File: src/source/sdPkg.sv
// shared types, command numbers, response codes and sizes of the SPI-mode SD card
// imported by the card modules and the interfaces that carry typed fields
`default_nettype none

package sdPkg;

   typedef logic [7:0]  byteT;      // one byte on the bus or in memory
   typedef logic [5:0]  cmdIndexT;
   typedef logic [31:0] argT;
   typedef logic [31:0] ocrT;
   typedef logic [11:0] memAddrT;   // byte address with the block number on top
   typedef logic [2:0]  blockIdxT;
   typedef logic [8:0]  byteCntT;   // byte position within a block

   // sizes
   localparam int unsigned BLOCK_BYTES = 512;
   localparam int unsigned NUM_BLOCKS  = 8;
   localparam int unsigned MEM_BYTES   = BLOCK_BYTES * NUM_BLOCKS;
   localparam int unsigned BUSY_BYTES  = 4;    // length of the write busy phase in bytes

   // command numbers
   localparam int unsigned CMD_GO_IDLE      = 0;
   localparam int unsigned CMD_SEND_IF_COND = 8;
   localparam int unsigned CMD_READ_SINGLE  = 17;
   localparam int unsigned CMD_WRITE_SINGLE = 24;
   localparam int unsigned CMD_APP          = 55;
   localparam int unsigned CMD_READ_OCR     = 58;
   localparam int unsigned ACMD_OP_COND     = 41;

   // R1 bits
   localparam byteT R1_IDLE     = 8'h01;
   localparam byteT R1_ILLEGAL  = 8'h04;
   localparam byteT R1_ADDR_ERR = 8'h20;

   localparam byteT        TOKEN_START   = 8'hFE;
   localparam byteT        DATA_ACCEPTED = 8'h05;
   localparam logic [15:0] CRC_STUCK     = 16'hAAAA;  // read data crc is not computed
   localparam ocrT         OCR_BASE      = 32'h00FF8000;  // 2.7 to 3.6 V window
   localparam ocrT         OCR_READY     = 32'hC0000000;  // power-up done and high capacity
   localparam logic [3:0]  VHS_ACCEPT    = 4'h1;

   // controller states
   typedef enum logic [3:0] {
      ST_IDLE,
      ST_RESP,      // filler byte followed by R1 and the R3/R7 tail
      ST_RD_GAP,
      ST_RD_DATA,
      ST_RD_CRC,
      ST_WR_DATA,
      ST_WR_CRC,
      ST_WR_GAP,
      ST_WR_BUSY
   } ctrlStateT;

endpackage

`default_nettype wire
File: src/source/sdIfs.sv
// interfaces between the card's internal blocks for commands, the byte link and memory
// instantiated once each in the card top
`timescale 1ns/1ns
`default_nettype none

interface sdCmdIf;
   import sdPkg::*;

   logic     cmdValid;   // one-cycle pulse per captured frame
   cmdIndexT cmdIndex;
   argT      cmdArg;
   logic     ready;      // high while the controller is idle and a new frame may start

   modport sender   (output cmdValid, cmdIndex, cmdArg, input ready);
   modport receiver (input cmdValid, cmdIndex, cmdArg, output ready);
endinterface


`default_nettype wire

File: src/source/sdCmdReceiver.sv
// hunts mosi for the start of a 48-bit command frame and shifts it in
// pulses cmdValid with index and argument once the stop bit is sampled
`timescale 1ns/1ns
`default_nettype none

module sdCmdReceiver (
   input logic sclk,
   input logic rstn,
   input logic ncs,
   input logic mosi,
   sdCmdIf.sender cmd
);

   typedef enum logic [1:0] {
      RX_WAIT_START,
      RX_WAIT_TX,
      RX_SHIFT
   } rxPhaseT;

   rxPhaseT     phase;
   logic [5:0]  bitCnt;    // 46 bits after the start and transmission bits
   logic [37:0] frameSr;   // index and argument only
   logic        hunting;

   // no new frame while the controller is busy or a pulse is going out
   assign hunting = cmd.ready && !cmd.cmdValid;

   always_ff @(posedge sclk) begin
      if (!rstn) begin
         phase <= RX_WAIT_START;
         bitCnt <= '0;
         cmd.cmdValid <= 1'b0;
      end else begin
         cmd.cmdValid <= 1'b0;
         if (ncs) begin
            phase <= RX_WAIT_START;   // deselect aborts a partial frame
         end else begin
            case (phase)
               RX_WAIT_START: if (hunting && !mosi) phase <= RX_WAIT_TX;
               RX_WAIT_TX: if (mosi) begin
                  phase <= RX_SHIFT;
                  bitCnt <= '0;
               end
               RX_SHIFT: begin
                  bitCnt <= bitCnt + 6'd1;
                  if (bitCnt == 6'd45) begin   // stop bit
                     cmd.cmdValid <= 1'b1;
                     phase <= RX_WAIT_START;
                  end
               end
               default: phase <= RX_WAIT_START;
            endcase
         end
      end
   end

   // crc and stop bit fall past the end and are dropped
   always_ff @(posedge sclk) begin
      if (phase == RX_SHIFT && bitCnt < 6'd38) frameSr <= {frameSr[36:0], mosi};
   end

   assign cmd.cmdIndex = frameSr[37:32];
   assign cmd.cmdArg   = frameSr[31:0];

endmodule

`default_nettype wire

File: src/flat_wrapper.sv
// flat-port wrapper written by rule: the top's interface ports become plain ports
module sdCmdReceiver_flat 
  (sclk, rstn, ncs, mosi, cmd_cmdValid, cmd_cmdIndex, cmd_cmdArg, cmd_ready);
  sdCmdIf cmd_i ();
  input logic sclk;
  input logic rstn;
  input logic ncs;
  input logic mosi;
  output wire logic [$bits(cmd_i.cmdValid)-1:0] cmd_cmdValid;
  output wire logic [$bits(cmd_i.cmdIndex)-1:0] cmd_cmdIndex;
  output wire logic [$bits(cmd_i.cmdArg)-1:0] cmd_cmdArg;
  input wire logic [$bits(cmd_i.ready)-1:0] cmd_ready;
  assign cmd_cmdValid = cmd_i.cmdValid;
  assign cmd_cmdIndex = cmd_i.cmdIndex;
  assign cmd_cmdArg = cmd_i.cmdArg;
  assign cmd_i.ready = cmd_ready;
  sdCmdReceiver u_core (.sclk(sclk), .rstn(rstn), .ncs(ncs), .mosi(mosi), .cmd(cmd_i));
endmodule
File: config.mk
export PLATFORM = sky130hd
export DESIGN_NAME = sdCmdReceiver_flat
export DESIGN_NICKNAME = d
export VERILOG_FILES = /design/src/source/sdPkg.sv /design/src/source/sdIfs.sv /design/src/source/sdCmdReceiver.sv /design/src/flat_wrapper.sv
export SDC_FILE = /design/constraint.sdc
export NUM_CORES = 1
export LEC_CHECK = 0
export BUFFER_PORTS_ARGS = -buffer_cell sky130_fd_sc_hd__buf_2
export CORE_UTILIZATION = 50
export DETAILED_ROUTE_END_ITERATION = 10
export PLACE_DENSITY = 0.84
export SLEW_MARGIN = 25
export SYNTH_ARGS = -nofsm -noshare
export SYNTH_HDL_FRONTEND = slang
export SYNTH_SLANG_ARGS = --single-unit
File: constraint.sdc
create_clock -name sclk -period 4.35 [get_ports sclk]
set_input_delay 0.435 -clock sclk [delete_from_list [all_inputs] [get_ports sclk]]
set_output_delay 0.435 -clock sclk [all_outputs]
set_load 0.1 [all_outputs]
* After elaboration in Yosys (flattened, before gate mapping)
Cells that the tools add are included.
** Storage, ports and cells
- Flip-flop bits (word level) :: 47
- Word-level logic and storage cells :: 33
- Output and inout bits :: 39
** Cells by class
- Muxes and demuxes :: 7
- Order comparisons :: 1
- Add/subtract/negate cells :: 1
- Reductions and logical operators :: 11
- Bitwise gates (word level) :: 3
- Equality and inequality tests :: 6
** Operator list (count)
- 6-bit one-hot mux with 2 select lines :: 1
- 6-bit by 1-bit adder with 6-bit output, second input constant :: 1
- 6-bit == test, second input constant :: 1
- 6-bit < comparator, second input constant :: 1
- 2-bit 2-to-1 mux :: 3
- 6-bit 2-to-1 mux :: 1
- 2-bit one-hot mux with 3 select lines :: 1
- 3-bit AND reduction :: 2
- 2-bit by 1-bit inequality test with 1-bit output, second input constant :: 2
- 1-bit logical AND :: 3
- 1-bit inverter :: 3
- 3-bit OR reduction :: 1
- 2-bit by 1-bit == test with 1-bit output, second input constant :: 1
- 2-bit == test, second input constant :: 1
- 1-bit logical NOT :: 2
- 2-bit logical NOT :: 1
- 2-bit inequality test, second input constant :: 1
- 2-bit nonzero test :: 1
- 2-bit OR reduction :: 1
- 1-bit 2-to-1 mux :: 1

* Longest topological paths before layout
Gate-level depths: netlist of run 1.
- Depth in word-level cells :: 5
- Depth in mapped cells :: 6

* Worst setup path after synthesis of run 1
No wires, ideal clock.
- Path type :: flip-flop to flip-flop
- Start point :: register u_core.phase[0]
- End point :: register u_core.frameSr[0] (enable)
- Period minus slack after synthesis :: 3.052 ns
- Library setup time :: 0.446 ns
- Stages on the path, launching flop included :: 5
- Arrival :: 2.606 ns
- Path buffers :: 0
- Setup slack :: 1.298 ns
- Cell sequence :: dfxtp_1 > inv_1 > ha_1 > inv_1 > a21oi_1
** On the way
- Word-level cells in the longest chain between the ends :: 2
** RTL lines
- from (decl) :: RTL line sdCmdReceiver.sv:20 : rxPhaseT phase;
- from (signal assigned) :: RTL line sdCmdReceiver.sv:30 : phase <= RX_WAIT_START;
- from (signal assigned) :: RTL line sdCmdReceiver.sv:36 : phase <= RX_WAIT_START;
- from (signal assigned) :: RTL line sdCmdReceiver.sv:39 : RX_WAIT_START: if (hunting && !mosi) phase <= RX_WAIT_TX;
- 2-bit == test :: RTL line sdCmdReceiver.sv:59 : if (phase == RX_SHIFT && bitCnt < 6'd38) frameSr <= {frameSr[36:0], mosi};
- 1-bit logical AND :: RTL line sdCmdReceiver.sv:59
- to (signal assigned) :: RTL line sdCmdReceiver.sv:59
- to (decl) :: RTL line sdCmdReceiver.sv:22 : logic [37:0] frameSr;
No other way between the ends.
A chain may end at the register's enable or synchronous reset.

* Final worst setup path of run 1
- Start point :: register u_core.phase[0]
- End point :: register u_core.frameSr[16] (enable)
Same word-level chain as after synthesis.

==> metrics.md, run 1 <==
| Metric | Value |
|---|---|
| P&R area growth vs syn | 24.1% |
| Die height | 60.3 um |
| DR vias | 997 |
| Synth top area cells | edfxtp_1 (67%), dfxtp_1 (11%), ha_1 (4.4%), mux2i_1 (1.8%), a21boi_0 (1.8%) |
| Endpoints failing hold | 0 |
| Achievable Freq | 559 MHz |
| Net count, final | 165 |
| Total wire length | 2.69 mm |
| Fin cells | 199 |
| Die footprint | 0.00364 mm2 |
| Initial Util | 0.544 |
| CP endpoint kind | flop |
| Clock transition at path regs | 0.12 ns |
| Root buffer cell | clkbuf_4 |
| Sequential fraction of the synthesis area | 0.776 |
| Core area | 0.00313 mm2 |
| Hold buffer count at cts | 0 |
| Slew headroom | 0.673 |
| Min cycle time layout | 1.79 ns |
| CTS tree | built |
| GP Congestion | 0.956 |
| IO Port Bufs | 43 |
| Setup bufs post-CTS | 0 |
| # IOs | 44 |
| Final period utilization | 0.412 |
| Critical Path RT | 4.41 ns |
| Register bit total from synthesis | 47 |
| YS warnings | 0 |
| CP Class | flop to flop |
| CP max-delay cell | a21oi_4 |
| First-pass GRT wire length | 4.08 mm |
| Vias in the first global route | 872 |
| CP top delay family | buffers and inverters |
| Cell variety after synth | 27 |
| Sw Pwr | 0.149 mW |
| H-tree depth | 2 |
| Largest net degree at the start of global routing | 39 |
| Comb power frac | 0.036 |
| Sw Share | 0.182 |
| Total design power | 0.819 mW |
| Mapped Nets | 114 |
| Die Width | 60.3 um |
| Setup TNS | 0 ns |
| CTS sink cnt | 47 |
| Vias per cell | 5.01 |
| Layout cells sized above 1 | 0.368 |
| Rows | 20 |
| Clock Power Share | 0.373 |
| Reg power frac | 0.591 |
| DR DRC count | 0 |
| Mean post-synth cell area | 16.5 um2 |
| Final core utilization | 0.675 |
| Worst Path Max Fanout | 27 |
| Clk_skew | 0.00504 ns |
| Final setup fails | 0 |
| Startpoint Class | flop |
| Min-Delay Path Class | input pin to flop |
| Iteration-0 DRC Markers | 22 |
| Synth top area share | 0.671 |
| Clock tree buffer depth | 2 |
| Pre-CTS setup slack | 2.25 ns |
| PostCTS Resize Cnt | 0 |
| Avg WL per Cell | 13.5 um |
| Outcome | completed |
| Mapped cell area | 0.00170 mm2 |
| Max Cap Violations | 0 |
| Initial antenna violation count | 0 |
| CP max stage delay | 0.39 ns |
| Number of max-slew violations in the final report | 0 |
| Max VDD drop | 174 uV |
| Ant diodes | 0 |
| Dpl cell area | 0.00198 mm2 |
| Crit-path most repeated cell | inv_1 |
| Area leader, netlist | edfxtp_1 |
| Hpwl dp | 1.91 mm |
| Post-Layout Inst Area | 0.00211 mm2 |
| GRT overflow | 0 |
| Total track usage | 0.158 |
| DP Cell Count | 190 |
| Worst Path Arrival | 1.85 ns |
| Final ANT Viol Nets | 0 |
| RSZ-0062 raised after global routing | false |
| Final worst slack | 2.56 ns |
| P_int | 0.670 mW |
| Cell area power density | 388 mW/mm2 |
| Clock Latency Late Sink | 0.34 ns |
| CP cell instances | inv_1, ha_1, inv_1, a21oi_4, buf_16 |
| Worst path bufs/invs | 3 |
| Worst slew pin tran | 0.494 ns |
| DRT Pass-1 Iters | 4 |
| WHS | 0.292 ns |
| Mapped Cells | 103 |
| CTS Buf Count | 5 |
| Leak | 0.789 nW |
cells in the mapped netlist:
cell,instances
edfxtp_1,38
dfxtp_1,9
nand2_1,8
ha_1,6
inv_1,5
a21boi_0,4
o21ai_0,4
mux2i_1,3
nand3_1,3
nand4_1,3
nor2_1,3
o21a_1,2
a211o_1,1
a21boi_1,1
a21oi_1,1
a31oi_1,1
and2_1,1
and2_2,1
and2b_2,1
nand2b_2,1
nand3_2,1
nor2b_4,1
nor3_1,1
nor4_1,1
o31ai_1,1
or3_1,1
or3b_1,1
power groups by stage:
stage          clock, mW  sequential, mW  combinational (mW)
2_1_floorplan          0           0.507             0.00966
3_3_place_gp           0           0.494              0.0285
3_5_place_dp           0           0.494              0.0292
4_1_cts            0.310           0.484              0.0292
5_1_grt            0.334           0.484              0.0318
6_report           0.306           0.484              0.0296
registers in the layout (all words and copies together) (netlist names):
| signal | count |
|---|---|
| u_core.phase | 2 |
| u_core.frameSr | 38 |
| u_core.bitCnt | 6 |
| u_core.cmd.cmdValid | 1 |
cell type report:
type / count / area, um2
timing repair buffer: 44 / 243
fill: 219 / 1020
multi-input combinational: 51 / 373
clock buffer: 6 / 41.3
clock inverter: 2 / 60.1
tap: 44 / 55.1
sequential: 47 / 1320
inverter: 5 / 18.8
cells in the final DEF, fill, tap and decap left out:
cell type,n
a211o_1,1
nor2_1,3
clkbuf_4,5
edfxtp_1,38
ha_1,6
buf_16,1
dfxtp_1,9
and2_2,1
a21oi_4,1
mux2i_1,3
nor3_1,1
nor2b_4,1
or3_1,1
buf_2,43
nand2b_2,1
o21a_1,2
a21boi_0,4
inv_1,5
and2b_2,1
nand3_2,1
a21boi_1,1
bufinv_16,2
nand2_1,8
o31ai_1,1
or3b_1,1
and2_1,1
o21ai_0,4
nand3_1,3
nand4_1,3
clkbuf_1,1
a31oi_1,1
nor4_1,1
metal layers:
layer,track usage,up-vias,share of wire
met4,0.0598,0,0.013
li1,-,486,-
met1,0.219,455,0.47
met5,0,-,0
met2,0.231,48,0.45
met3,0.0533,8,0.071
worst reg2reg max path: cells and delay by family (launching register included):
kind	cells	cell delay [ns]
buf+inv	3	0.48
compound gates	1	0.39
flops	1	0.36
fa+ha+maj	1	0.26
final timing paths:
kind | startpoint | end | slack, ns | depth (start not counted)
max | u_core.phase[0] | u_core.frameSr[16] | 2.56 | 5
min | mosi | u_core.frameSr[0] | 0.29 | 1
max reg2reg | u_core.phase[0] | u_core.frameSr[16] | 2.56 | 5
min reg2reg | u_core.frameSr[17] | u_core.frameSr[18] | 0.46 | 0
logic make-up (layout without fill, tap and decap cells):
family	after synthesis	count (layout)	synth area share
fa+ha+maj	6	6	0.0441
compound gates	15	15	0.0588
flops	47	47	0.776
buf+inv	5	57	0.0110
mux	3	3	0.0176
simple gates	27	27	0.0919
(Power assumes the default switching activity.)
==> inputs of run 2 (changes only) <==
==> constraint.sdc (replaced) <==
create_clock -name sclk -period 1.7 [get_ports sclk]
set_input_delay 0.17 -clock sclk [delete_from_list [all_inputs] [get_ports sclk]]
set_output_delay 0.17 -clock sclk [all_outputs]
set_load 0.1 [all_outputs]
==> metrics.md, run 2 (same netlist as run 1, synthesis figures left out) <==
| Metric | Value |
|---|---|
| Startpoint Class | flop |
| Ant diodes | 0 (unchanged) |
| WHS Path Cells | 2 (+1) |
| Clk_skew | 0.00374 ns (-0.00130 ns) |
| Most flops, register | u_core.frameSr |
| Initial Util | 0.544 (unchanged) |
| Commonest cells after routing, fill and taps aside | buf_2 (43), edfxtp_1 (38), nand2_1 (8) |
| Largest regs | u_core.frameSr x38, u_core.bitCnt x6, u_core.phase x2 |
| Filler cells | 229 (+4.6%) |
| Critical Path RT | 1.99 ns (-2.42 ns) |
| CP startpoint | u_core.phase[0] |
| Final worst slack | 0.128 ns (-2.43 ns) |
| Most common cell after layout, fill and taps aside | buf_2 |
| Total design power | 1.95 mW (+140%) |
| Rows | 20 (unchanged) |
| GR peak layer | met2 |
| CP endpoint kind | flop |
| Final ANT Viol Nets | 0 (unchanged) |
| Leak | 0.793 nW (+0.52%) |
| Grt met3 use | 0.0810 (+0.0277) |
| Comb power frac | 0.042 (+0.006) |
| Hold Crit Start | rstn |
| CTS Buf Count | 5 (unchanged) |
| Slew headroom | 0.675 (+0.00183) |
| Met2 Use GR | 0.276 (+0.0455) |
| Total wire length | 2.88 mm (+7.0%) |
| Final core utilization | 0.680 (+0.00520) |
| Reg2reg start | u_core.phase[0] |
| GRT overflow | 0 (unchanged) |
| Endpoints failing hold | 0 (unchanged) |
| IO Port Bufs | 43 (unchanged) |
| Final period utilization | 0.925 (+0.513) |
| Clock tree buffer depth | 2 (unchanged) |
| Post-Layout Inst Area | 0.00213 mm2 (+0.77%) |
| Layout cells sized above 1 | 0.405 (+0.0373) |
| Sw Share | 0.202 (+0.0191) |
| Pre-CTS setup slack | 0.0606 ns (-2.19 ns) |
| CTS tree | built |
| Hpwl dp | 2.03 mm (+6.1%) |
| Die height | 60.3 um (unchanged) |
| Worst Path Max Fanout | 4 (-85%) |
| Die Width | 60.3 um (unchanged) |
| Vias per cell | 5.12 (+2.2%) |
| # IOs | 44 (unchanged) |
| DR DRC count | 0 (unchanged) |
| H-tree depth | 2 (unchanged) |
| R2R cell count | 6 (+1) |
| Final setup fails | 0 (unchanged) |
| DRT Pass-1 Iters | 4 (unchanged) |
| First-pass GRT wire length | 4.34 mm (+6.5%) |
| Max VDD drop | 414 uV (+140%) |
| Initial antenna violation count | 0 (unchanged) |
| Vias in the first global route | 947 (+8.6%) |
| Max FFs per register | 38 (unchanged) |
| Root buffer cell | clkbuf_4 |
| CP Class | flop to flop |
| P&R area growth vs syn | 25.1% |
| Core area | 0.00313 mm2 (unchanged) |
| DR vias | 1034 (+3.7%) |
| Dpl cell area | 0.00202 mm2 (+2.1%) |
| Max Cap Violations | 0 (unchanged) |
| Reg power frac | 0.633 (+0.042) |
| Total track usage | 0.174 (+0.0166) |
| Cell area power density | 918 mW/mm2 (+140%) |
| Achievable Freq | 636 MHz (+14%) |
| Worst slew pin tran | 0.491 ns (-0.00277 ns) |
| Die footprint | 0.00364 mm2 (unchanged) |
| Largest net degree at the start of global routing | 39 (unchanged) |
| Met1 Use GR | 0.205 (-0.0143) |
| GP Congestion | 0.933 (-2.4%) |
| Sw Pwr | 0.394 mW (+160%) |
| P_int | 1.56 mW (+130%) |
| Avg WL per Cell | 14.2 um (+5.4%) |
| Min-Delay Path Class | input pin to flop |
| RSZ-0062 raised after global routing | false |
| CTS sink cnt | 47 (unchanged) |
| Number of max-slew violations in the final report | 0 (unchanged) |
| Worst Path Arrival | 1.86 ns (about the same) |
| Min cycle time layout | 1.57 ns (-0.218 ns) |
| Clock Power Share | 0.325 (-0.048) |
| Net count, final | 169 (+2.4%) |
| Iteration-0 DRC Markers | 32 (+45%) |
| Outcome | completed |
| Clock Latency Late Sink | 0.36 ns (+0.02 ns) |
| Clock transition at path regs | 0.12 ns (about the same) |
## run 2: cell type report
| type | instances | area [um2] | share of cell area |
|---|---|---|---|
| sequential | 47 | 1330 | 0.623 |
| multi-input combinational | 51 | 385 | 0.181 |
| tap | 44 | 55.1 | 0.0259 |
| inverter | 5 | 18.8 | 0.00882 |
| clock buffer | 5 | 37.5 | 0.0176 |
| clock inverter | 2 | 37.5 | 0.0176 |
| timing repair buffer | 48 | 268 | 0.126 |
## run 2: worst paths after layout
check	endpoint	slack, ns
min reg2reg	u_core.frameSr[23]	0.46
max	u_core.bitCnt[2]	0.13
min	u_core.bitCnt[5]	0.08
max reg2reg	u_core.bitCnt[2]	0.13
## run 2: critical path, cell delays in order (launching register included)
cell and delay (ns):
dfxtp_4 0.38, inv_1 0.08, ha_1 0.28, nor2b_4 0.16, nand3_2 0.11, or3b_1 0.38, a21boi_1 0.13
## run 2: per-layer routing
metal	routed length, um	vias to the layer above
li1	-	495
met4	40	0
met1	1250	483
met3	220	5
met2	1360	51
met5	0	-
## run 2: what timing repair did
item	4_1_cts	5_1_grt
resized for setup	0	2
hold endpoints to repair	1	0
setup buffers	0	2
hold buffers	1	0
setup endpoints to repair	0	3
## run 2: power by group through the flow
stage	Sequential [mW]	Combinational, mW	Clock [mW]
2_1_floorplan	1.30	0.0260	0
3_3_place_gp	1.26	0.0745	0
3_5_place_dp	1.26	0.0764	0
4_1_cts	1.24	0.0782	0.653
5_1_grt	1.24	0.0872	0.690
6_report	1.24	0.0821	0.634
## run 2: stage by stage
stage          cells  TNS [ns]  hold WS (ns)
2_1_floorplan    103     -1.40         0.269
3_3_place_gp     192         0         0.373
3_5_place_dp     192         0         0.379
4_1_cts          200         0        0.0640
5_1_grt          202         0        0.0753
6_report         202         0        0.0788
==> inputs of run 3 (changes only) <==
--- a/config.mk
+++ b/config.mk
@@ -5,6 +5,8 @@
 export SDC_FILE = /design/constraint.sdc
 export NUM_CORES = 1
 export LEC_CHECK = 0
+export ABC_AREA = 1
+export ABC_CLOCK_PERIOD_IN_PS = 1700
 export BUFFER_PORTS_ARGS = -buffer_cell sky130_fd_sc_hd__buf_2
 export CORE_UTILIZATION = 50
 export DETAILED_ROUTE_END_ITERATION = 10
==> metrics.md, run 3 <==
| Metric | Value |
|---|---|
| Commonest cells after routing, fill and taps aside | buf_2 (43), edfxtp_1 (38), nand2_1 (17) |
| Clock transition at path regs | 0.12 ns (about the same) |
| Max FFs per register | 38 (unchanged) |
| Register bit total from synthesis | 47 (unchanged) |
| Worst slew pin tran | 0.496 ns (+0.00515 ns) |
| Worst Path Arrival | 1.67 ns (-0.19 ns) |
| Leak | 0.828 nW (+4.4%) |
| Worst Path Max Fanout | 8 (+4) |
| Number of max-slew violations in the final report | 0 (unchanged) |
| CP endpoint kind | flop |
| DRT Pass-1 Iters | 4 (unchanged) |
| Cell area power density | 1010 mW/mm2 (+11%) |
| Setup bufs post-CTS | 0 (unchanged) |
| Die height | 60.7 um (+0.60%) |
| Largest net degree at the start of global routing | 39 (unchanged) |
| Total design power | 2.13 mW (+9.1%) |
| IO Port Bufs | 43 (unchanged) |
| Pre-CTS setup slack | 0.312 ns (+0.251 ns) |
| Number of flops mapped to enable cells by yosys | 38 (unchanged) |
| Max Cap Violations | 0 (unchanged) |
| Slew headroom | 0.672 (-0.00341) |
| Cell variety after synth | 21 (-22%) |
| Area leader, netlist | edfxtp_1 |
| Net count, final | 180 (+6.5%) |
| Mapped Cells | 117 (+14%) |
| Hold buffer count at cts | 1 (unchanged) |
| Critical Path RT | 1.96 ns (-0.03 ns) |
| Synth async-reset ratio | 0 (unchanged) |
| Clock tree buffer depth | 2 (unchanged) |
| Initial antenna violation count | 0 (unchanged) |
| Final worst slack | 0.287 ns (+0.159 ns) |
| Mapped cell area | 0.00172 mm2 (+1.2%) |
| CTS tree | built |
| Mapped Nets | 128 (+12%) |
| DR DRC count | 0 (unchanged) |
| Layout cells sized above 1 | 0.376 (-0.0286) |
| Total wire length | 2.71 mm (-5.9%) |
| Vias per cell | 4.85 (-5.2%) |
| Clk_skew | 0.00259 ns (-0.00115 ns) |
| Largest regs | u_core.frameSr x38, u_core.bitCnt x6, u_core.phase x2 |
| RSZ-0062 raised after global routing | false |
| Synth cell count leaders | edfxtp_1 (38), nand2_1 (17), inv_1 (13) |
| Total track usage | 0.173 (-0.000779) |
| Outcome | completed |
| Vias in the first global route | 957 (+1.1%) |
| Most common cell after layout, fill and taps aside | buf_2 |
| Initial Util | 0.546 (+0.00243) |
| DR vias | 1038 (+0.39%) |
| Min cycle time layout | 1.41 ns (-0.159 ns) |
| Mean post-synth cell area | 14.7 um2 (-11%) |
| Achievable Freq | 708 MHz (+11%) |
| Synth top area cells | edfxtp_1 (66%), dfxtp_1 (10%), ha_1 (4.4%), nand2_1 (3.7%), inv_1 (2.8%) |
| Core area | 0.00315 mm2 (+0.80%) |
| GRT overflow | 0 (unchanged) |
| Die footprint | 0.00368 mm2 (+1.2%) |
| Synth top area share | 0.662 (-0.00828) |
| Sequential fraction of the synthesis area | 0.767 (-0.00959) |
| GP Congestion | 0.882 (-5.5%) |
| Iteration-0 DRC Markers | 40 (+25%) |
| Die Width | 60.7 um (+0.60%) |
| Most used DFF post-synth | edfxtp_1 |
| Max VDD drop | 478 uV (+15%) |
| PostCTS Resize Cnt | 0 (unchanged) |
| Hpwl dp | 2.03 mm (+0.30%) |
| Final setup fails | 0 (unchanged) |
| Min-Delay Path Class | input pin to flop |
| Most flops, register | u_core.frameSr |
| Final period utilization | 0.831 (-0.0938) |
| Top-count cell post-synth | edfxtp_1 |
| Rows | 20 (unchanged) |
| Avg WL per Cell | 12.7 um (-11%) |
| CTS Buf Count | 5 (unchanged) |
| Startpoint Class | flop |
| CTS sink cnt | 47 (unchanged) |
| P&R area growth vs syn | 21.9% |
| CP Class | flop to flop |
| First-pass GRT wire length | 4.32 mm (-0.48%) |
| Final ANT Viol Nets | 0 (unchanged) |
| YS warnings | 0 (unchanged) |
| Setup TNS | 0 ns (unchanged) |
| Root buffer cell | clkbuf_4 |
| Endpoints failing hold | 0 (unchanged) |
| Ant diodes | 0 (unchanged) |
| Clock Latency Late Sink | 0.35 ns (about the same) |
| H-tree depth | 2 (unchanged) |
| # IOs | 44 (unchanged) |
-- run 3: layout make-up --
cell class | instances | area [um2]
sequential | 47 | 1320
fill | 231 | 1050
multi-input combinational | 55 | 369
timing repair buffer | 45 | 245
inverter | 15 | 56.3
tap | 44 | 55.1
clock buffer | 6 | 41.3
clock inverter | 2 | 12.5
-- run 3: logic make-up (layout without fill, tap and decap cells) --
logic type               after synthesis  count (layout)  synth area share
AND/OR/NAND/NOR                       37              37             0.105
adder cells (fa/ha/maj)                6               6            0.0436
flip-flops                            47              47             0.767
buffers and inverters                 15              68            0.0327
XOR/XNOR                               2               2            0.0102
AO/OA/AOI/OAI                         10              10            0.0414
-- run 3: worst paths after layout --
path,startpoint,end,slack (ns),depth (start not counted)
worst min register to register,u_core.frameSr[20],u_core.frameSr[21],0.46,0
worst max-delay path,u_core.phase[1],u_core.bitCnt[5],0.29,8
worst max register to register,u_core.phase[1],u_core.bitCnt[5],0.29,8
worst min-delay path,rstn,u_core.bitCnt[2],0.09,3
-- run 3: critical path, cell delays in order (launching register included) --
cell and delay [ns]:
dfxtp_1 0.39, inv_1 0.10, ha_1 0.19, nand2_1 0.14, nand3_4 0.13, o21ai_2 0.22, inv_1 0.06, nand2_1 0.06
nor2_1 0.04
-- run 3: layer usage --
| metal | GRT usage | routed length, um |
|---|---|---|
| met1 | 0.200 | 1170 |
| met2 | 0.281 | 1290 |
| met5 | 0 | 0 |
| met3 | 0.0832 | 226 |
| met4 | 0.0682 | 23 |
-- run 3: metrics by stage --
step                std cells  area (um2)  hold slack, ns  utilization
detailed placement        205        2040           0.377        0.646
CTS                       214        2100          0.0809        0.666
global placement          205        2040           0.376        0.646
global route              214        2100          0.0788        0.666
floorplan                 117        1750           0.269            -
finish                    214        2100          0.0917        0.666
-- run 3: power by group --
| part | switching, mW | total, mW | internal, mW |
|---|---|---|---|
| Sequential | 0.0225 | 1.31 | 1.28 |
| Combinational | 0.287 | 0.347 | 0.0593 |
| Clock | 0.319 | 0.479 | 0.160 |
| Total | 0.629 | 2.13 | 1.50 |
